<file path="config.mk">
export PLATFORM = sky130hd
export DESIGN_NAME = busFabric
export DESIGN_NICKNAME = d
export VERILOG_FILES = /design/src/rtl/busPkg.sv /design/src/rtl/quotaArbiter.sv /design/src/rtl/targetRouter.sv /design/src/rtl/busFabric.sv
export SDC_FILE = /design/constraint.sdc
export NUM_CORES = 1
export LEC_CHECK = 0
export BUFFER_PORTS_ARGS = -buffer_cell sky130_fd_sc_hd__clkbuf_2
export CAP_MARGIN = 20
export CORE_AREA = 4 4 201 203
export DETAILED_ROUTE_END_ITERATION = 7
export DIE_AREA = 0 0 205 207
export MAX_ROUTING_LAYER = met4
export PLACE_DENSITY_LB_ADDON = 0.12
export SETUP_SLACK_MARGIN = 0.4
export SYNTH_ARGS = -nofsm -noshare
export SYNTH_HDL_FRONTEND = slang
export SYNTH_HIERARCHICAL = 1
export SYNTH_SLANG_ARGS = --single-unit
</file>
<file path="constraint.sdc">
create_clock -name sysClk -period 6.1 [get_ports sysClk]
set_input_delay 0.305 -clock sysClk [delete_from_list [all_inputs] [get_ports sysClk]]
set_output_delay 0.305 -clock sysClk [all_outputs]
set_load 0.01 [all_outputs]
</file>
<file path="src/rtl/busPkg.sv">
package busPkg;

  // Fabric size
  localparam int NumMasters = 4;
  localparam int NumTargets = 4;

  // Bus widths
  localparam int AddrWidth  = 32;
  localparam int DataWidth  = 16;
  localparam int CountWidth = 9;

  typedef logic [AddrWidth-1:0]  addrT;
  typedef logic [DataWidth-1:0]  dataT;
  typedef logic [CountWidth-1:0] countT;

  typedef enum logic {
    ArbIdle,
    ArbBusy
  } arbStateT;

  // Inclusive address range of each target
  localparam addrT TargetBase [NumTargets] = '{
    32'hffff8ddc,
    32'hffff7015,
    32'hffff58ce,
    32'hffff3ca5
  };

  localparam addrT TargetLimit [NumTargets] = '{
    32'hffff8edc,
    32'hffff7085,
    32'hffff58df,
    32'hffff3d61
  };

  // Transfers per window each master may take before it counts as satisfied
  localparam countT DefaultQuota [NumMasters] = '{
    9'd105,
    9'd30,
    9'd96,
    9'd30
  };

  // Completed transfers before all counts clear
  localparam countT DefaultWindowLen = 9'd500;

endpackage

</file>
<file path="src/rtl/quotaArbiter.sv">
`timescale 1ns/100ps

module quotaArbiter #(
  parameter busPkg::countT WindowLen = busPkg::DefaultWindowLen,
  parameter busPkg::countT Quota [busPkg::NumMasters] = busPkg::DefaultQuota
) (
  input  logic                          sysClk,
  input  logic                          rstN,
  input  logic [busPkg::NumMasters-1:0] request,
  input  logic                          transferDone,
  output logic [busPkg::NumMasters-1:0] grant
);

  busPkg::arbStateT state;

  // Completed transfers per master in the current window
  busPkg::countT xferCount [busPkg::NumMasters];
  busPkg::countT windowCount;

  logic [busPkg::NumMasters-1:0] belowQuota;
  logic [busPkg::NumMasters-1:0] hungry;
  logic [busPkg::NumMasters-1:0] eligible;
  logic [busPkg::NumMasters-1:0] winner;
  logic                          windowFull;

  always_comb begin
    for (int m = 0; m < busPkg::NumMasters; m++) begin
      belowQuota[m] = xferCount[m] < Quota[m];
    end
  end

  assign hungry = request & belowQuota;

  // Unsatisfied requesters first, otherwise fall back to any requester
  assign eligible = (|hungry) ? hungry : request;

  // Lowest index wins
  assign winner = eligible & -eligible;

  assign windowFull = windowCount == WindowLen;

  always_ff @(posedge sysClk) begin
    if (!rstN) begin
      state       <= busPkg::ArbIdle;
      grant       <= '0;
      windowCount <= '0;
      for (int m = 0; m < busPkg::NumMasters; m++) begin
        xferCount[m] <= '0;
      end
    end else begin
      case (state)
        busPkg::ArbIdle: begin
          if (windowFull) begin
            // New window, nobody granted on this edge
            windowCount <= '0;
            for (int m = 0; m < busPkg::NumMasters; m++) begin
              xferCount[m] <= '0;
            end
          end else if (|request) begin
            grant <= winner;
            state <= busPkg::ArbBusy;
          end
        end

        busPkg::ArbBusy: begin
          if (transferDone) begin
            // Credit the owner and release the bus
            for (int m = 0; m < busPkg::NumMasters; m++) begin
              if (grant[m]) begin
                xferCount[m] <= xferCount[m] + 1'b1;
              end
            end
            windowCount <= windowCount + 1'b1;
            grant       <= '0;
            state       <= busPkg::ArbIdle;
          end
        end
      endcase
    end
  end

endmodule

</file>
<file path="src/rtl/targetRouter.sv">
`timescale 1ns/100ps

module targetRouter (
  input  logic                          sysClk,
  input  logic                          rstN,
  input  logic [busPkg::NumMasters-1:0] grant,
  input  busPkg::addrT                  masterAddr [busPkg::NumMasters],
  input  busPkg::dataT                  masterWdata [busPkg::NumMasters],
  output busPkg::dataT                  masterRdata [busPkg::NumMasters],
  output logic [busPkg::NumTargets-1:0] targetActive,
  output busPkg::addrT                  targetAddr [busPkg::NumTargets],
  output busPkg::dataT                  targetWdata [busPkg::NumTargets],
  input  busPkg::dataT                  targetRdata [busPkg::NumTargets],
  input  logic [busPkg::NumTargets-1:0] targetLast,
  output logic                          transferDone
);

  localparam int MasterIdxW = $clog2(busPkg::NumMasters);
  localparam int TargetIdxW = $clog2(busPkg::NumTargets);

  logic [MasterIdxW-1:0]         masterSel;
  logic [TargetIdxW-1:0]         targetSel;
  logic [busPkg::NumTargets-1:0] targetHit;
  busPkg::addrT                  selAddr;
  logic                          anyGrant;
  logic                          routeBusy;

  assign anyGrant = |grant;

  // Grant is one-hot, so this just turns it into an index
  always_comb begin
    masterSel = '0;
    for (int m = 0; m < busPkg::NumMasters; m++) begin
      if (grant[m]) begin
        masterSel = MasterIdxW'(m);
      end
    end
  end

  assign selAddr = masterAddr[masterSel];

  // Address map decode
  always_comb begin
    targetHit = '0;
    targetSel = '0;
    for (int t = 0; t < busPkg::NumTargets; t++) begin
      if (selAddr >= busPkg::TargetBase[t] && selAddr <= busPkg::TargetLimit[t]) begin
        targetHit[t] = 1'b1;
        targetSel    = TargetIdxW'(t);
      end
    end
  end

  always_ff @(posedge sysClk) begin
    if (!rstN) begin
      targetActive <= '0;
      routeBusy    <= 1'b0;
      transferDone <= 1'b0;
    end else begin
      // Last from an idle target has no effect
      transferDone <= |(targetLast & targetActive);
      targetActive <= targetActive & ~targetLast;
      if (!anyGrant) begin
        routeBusy <= 1'b0;
      end else if (!routeBusy && |targetHit) begin
        // One activation per grant, grant outlives the target by a cycle
        targetActive <= targetHit;
        routeBusy    <= 1'b1;
      end
    end
  end

  always_ff @(posedge sysClk) begin
    if (anyGrant) begin
      for (int t = 0; t < busPkg::NumTargets; t++) begin
        if (targetHit[t]) begin
          targetAddr[t]  <= selAddr;
          targetWdata[t] <= masterWdata[masterSel];
        end
      end
      if (|targetHit) begin
        masterRdata[masterSel] <= targetRdata[targetSel];
      end
    end
  end

endmodule

</file>
<file path="src/rtl/busFabric.sv">
`timescale 1ns/100ps

module busFabric #(
  parameter busPkg::countT WindowLen = busPkg::DefaultWindowLen,
  parameter busPkg::countT Quota [busPkg::NumMasters] = busPkg::DefaultQuota
) (
  input  logic                          sysClk,
  input  logic                          rstN,

  // Master side
  input  logic [busPkg::NumMasters-1:0] request,
  input  busPkg::addrT                  masterAddr [busPkg::NumMasters],
  input  busPkg::dataT                  masterWdata [busPkg::NumMasters],
  output logic [busPkg::NumMasters-1:0] grant,
  output busPkg::dataT                  masterRdata [busPkg::NumMasters],

  // Target side
  output logic [busPkg::NumTargets-1:0] targetActive,
  output busPkg::addrT                  targetAddr [busPkg::NumTargets],
  output busPkg::dataT                  targetWdata [busPkg::NumTargets],
  input  busPkg::dataT                  targetRdata [busPkg::NumTargets],
  input  logic [busPkg::NumTargets-1:0] targetLast
);

  // Router tells the arbiter the owner's transfer has ended
  logic transferDone;

  quotaArbiter #(
    .WindowLen (WindowLen),
    .Quota     (Quota)
  ) quotaArbiter_i (
    .sysClk       (sysClk),
    .rstN         (rstN),
    .request      (request),
    .transferDone (transferDone),
    .grant        (grant)
  );

  targetRouter targetRouter_i (
    .sysClk       (sysClk),
    .rstN         (rstN),
    .grant        (grant),
    .masterAddr   (masterAddr),
    .masterWdata  (masterWdata),
    .masterRdata  (masterRdata),
    .targetActive (targetActive),
    .targetAddr   (targetAddr),
    .targetWdata  (targetWdata),
    .targetRdata  (targetRdata),
    .targetLast   (targetLast),
    .transferDone (transferDone)
  );

endmodule

</file>
==> metrics.md <==
| Metric | Value |
|---|---|
| Status | `complete, no violations` |
| Reg-to-Reg Start | `quotaArbiter_i/grant[3]` |
| Sw Share | `23.4%` |
| Initial Util | `approximately a third` |
| Critical Path AT | `4820 ps` |
| Iter 0 DRT Violations | `575` |
| Critical path's largest stage delay | `1100 ps` |
| Hold_sp | `targetLast[2]` |
| Flops & latches, synth | `312` |
| Sequential share of power | `49.3%` |
| Crit-path slowest cell | `a221oi_1` |
| M3 GR Usage | `5.58%` |
| Min-Delay Path Class | `in -> reg` |
| Dominant cells by area after synthesis | `edfxtp_1, dfxtp_1, mux2i_1` |
| CTS H-tree depth | `2` |
| Residual DRC | `0` |
| CP max FO | `40` |
| Chip Width | `between 200 and 250 um` |
| Top-Level Pins | `530` |
| Total internal power | `3740 uW` |
| Total nets after synthesis | `around 1,200` |
| First-pass GRT wire length | `67,900 um` |
| Post-Syn Area | `around 13,000 um2` |
| Clk root buf | `clkbuf_16` |
| CTS sink cnt | `312` |
| Die area | `between 40,000 and 50,000 um2` |
| Vias in the first global route | `10,340` |
| Layout cells sized above 1 | `42.1%` |
| Setup TNS | `0 ps` |
| CTS buffer count | `35` |
| Post-route ant nets | `0` |
| Worst Clk Skew | `14.4 ps` |
| Final Wtd Congestion | `0.881` |
| Tot GR Track Use | `22.1%` |
| RSZ-0062 raised after global routing | `no` |
| Overflow after GRT | `0` |
| Combinational share of power | `9.0%` |
| Skew-Pair Late Insertion Delay | `520 ps` |
| WL final | `47,800 um` |
| Final Cycle Share | `76.0%` |
| Placed Area | `16,400 um2` |
| DR WL/cell | `around 23 um` |
| IO Port Bufs | `529` |
| Dpl cells | `about 2,000` |
| Commonest non-fill, non-tap cells in the layout | `clkbuf_2, edfxtp_1, nor2_1` |
| Area grow syn2layout | `33.0%` |
| HPWL Detailed | `about 37,000 um` |
| Post_cts resized | `0` |
| Actual slew at the worst max-slew pin | `1280 ps` |
| Vias | `about 10,000` |
| YS warnings | `6` |
| Die Ht | `207 um` |
| Largest net degree at the start of global routing | `50` |
| Cell taking the most area after synthesis | `edfxtp_1` |
| Mapped Cells | `972` |
| Power Dens Cells | `278 nW/um2` |
| Utilization after layout | `a little under half` |
| Vias/cell | `5.01` |
| Mean Syn Cell Area | `13.6 um2` |
| Seq/Total Area, Yosys | `68.8%` |
| CTS tree | `yes` |
| Worst EP required | `6290 ps` |
| Yosys cell types | `74` |
| Setup Buffers After CTS | `0` |
| Post-synth EDFFs | `283` |
| Leak pwr | `0.00694 uW` |
| Peak supply drop | `~0.16 mV` |
| Setup crit end kind | `flip-flop` |
| Clock buffer depth | `3` |
| CP Class | `reg -> reg` |
| Max-slew headroom | `14.7%` |
| Ys async rst share | `0%` |
| Fin crit period | `around 4600 ps` |
| Top FF cell, synth | `edfxtp_1` |
| Fin. max-slew vios | `0` |
| Met2 Use GR | `37.4%` |
| Synth top area share | `64.4%` |
| CP startpoint | `quotaArbiter_i/grant[3]` |
| Psw | `1150 uW` |
| Fillers | `around 3,600` |
| Core ar. | `38,500 um2` |
| Max-Cap Viols | `0` |
| Worst-path clk slew | `~60 ps` |
| Most common cell after layout, fill and taps aside | `clkbuf_2` |
| Clock power frac | `41.7%` |
| Antenna violations before repair | `4` |
| CTS Hold Buffers Added | `0` |
| GRT busiest layer | `met2` |
| Met1 global-route usage | `25.6%` |
| WHS | `100 ps` |
| CP Cell Sequence | `nor2_2 > a221oi_1 > or2_1 > o41ai_1 > a22oi_1 > or3_1 > buf_4 > and3_1 > a21oi_1` |
| Non-filler instance count after layout | `a little over 2,000` |
| Fmax | `0.216 GHz` |
| Startpoint types | `flip-flop` |
| First-pass DRT Iterations | `5` |
| Hold Vio Cnt, Final | `0` |
| Fin nets | `about 1,800` |
| Final setup fails | `0` |
| Rows | `72` |
| Finished Cell Area | `17,600 um2` |
==> critical path, delay by kind of cell, from the launching register on <==
kind	cells	cell delay, ps
and+or+nand+nor	4	1660
AOI/OAI and AO/OA	4	1700
DFF	1	630
buffers and inverters	1	290
==> per-layer routing <==
layer  routed length [um]  share of wire [%]
met5                    0                  0
met3                 3720                7.8
met2                24100                 50
met1                18500                 39
met4                 1540                3.2
==> worst paths after layout <==
kind                                    endpoint  cells after the start  slack, ps
setup / recovery  targetRouter_i/masterRdata[29]                      9       1460
hold / removal    targetRouter_i/targetActive[2]                      3        100
setup reg to reg  targetRouter_i/masterRdata[29]                      9       1460
hold reg to reg    quotaArbiter_i/windowCount[8]                      1        470
==> synthesized netlist by cell type (15+ instances only) <==
cell and instances:
edfxtp_1 283, o21ai_0 41, nand3_1 33, nand2_1 58, nand4_1 17, or2_2 17
clkbuf_1 18, nor2_1 80, mux2i_1 41, dfxtp_1 29, a21oi_1 50, o221ai_1 20
xor2_1 15, inv_1 44
==> logic make-up after synthesis <==
kind of cell	share of synthesized area [%]
AOI/OAI and AO/OA	10.4
xor gates and xnor gates	1.73
adders and majority gates	0.569
buffers and inverters	3.09
DFF	68.8
muxes	3.96
and+or+nand+nor	11.4
==> through the flow <==
step	setup slack [ps]	power, uW
finish	1460	4890
global route	1100	5090
CTS	1450	4950
detailed placement	1510	2890
global placement	1600	2890
floorplan	1090	2690
==> final cells by class <==
| class | count | area [um2] | area share, % |
|---|---|---|---|
| well taps | 518 | 648 | 3.69 |
| clock buffers | 44 | 930 | 5.29 |
| diodes | 4 | 10.0 | 0.0570 |
| flip-flops and latches | 312 | 9090 | 51.8 |
| clock inverters | 20 | 188 | 1.07 |
| inverters | 44 | 165 | 0.941 |
| multi-input cells | 574 | 3750 | 21.3 |
| repair buffers | 544 | 2790 | 15.9 |
==> flip-flops by register name (all words and copies together), names as in the netlist <==
name and cells:
quotaArbiter_i/grant 4, quotaArbiter_i/state 1, quotaArbiter_i/windowCount 9, quotaArbiter_i/xferCount 36
targetRouter_i/masterRdata 64, targetRouter_i/routeBusy 1, targetRouter_i/targetActive 4, targetRouter_i/targetAddr 128
targetRouter_i/targetWdata 64, targetRouter_i/transferDone 1
==> power groups by stage <==
stage	Clock, uW	Combinational, uW	Sequential (uW)
after floorplan	0	258	2440
after global placement	0	436	2450
after detailed placement	0	440	2460
after CTS	2100	442	2410
after global routing	2190	486	2410
final	2040	441	2410
(Power assumes the default switching activity.)
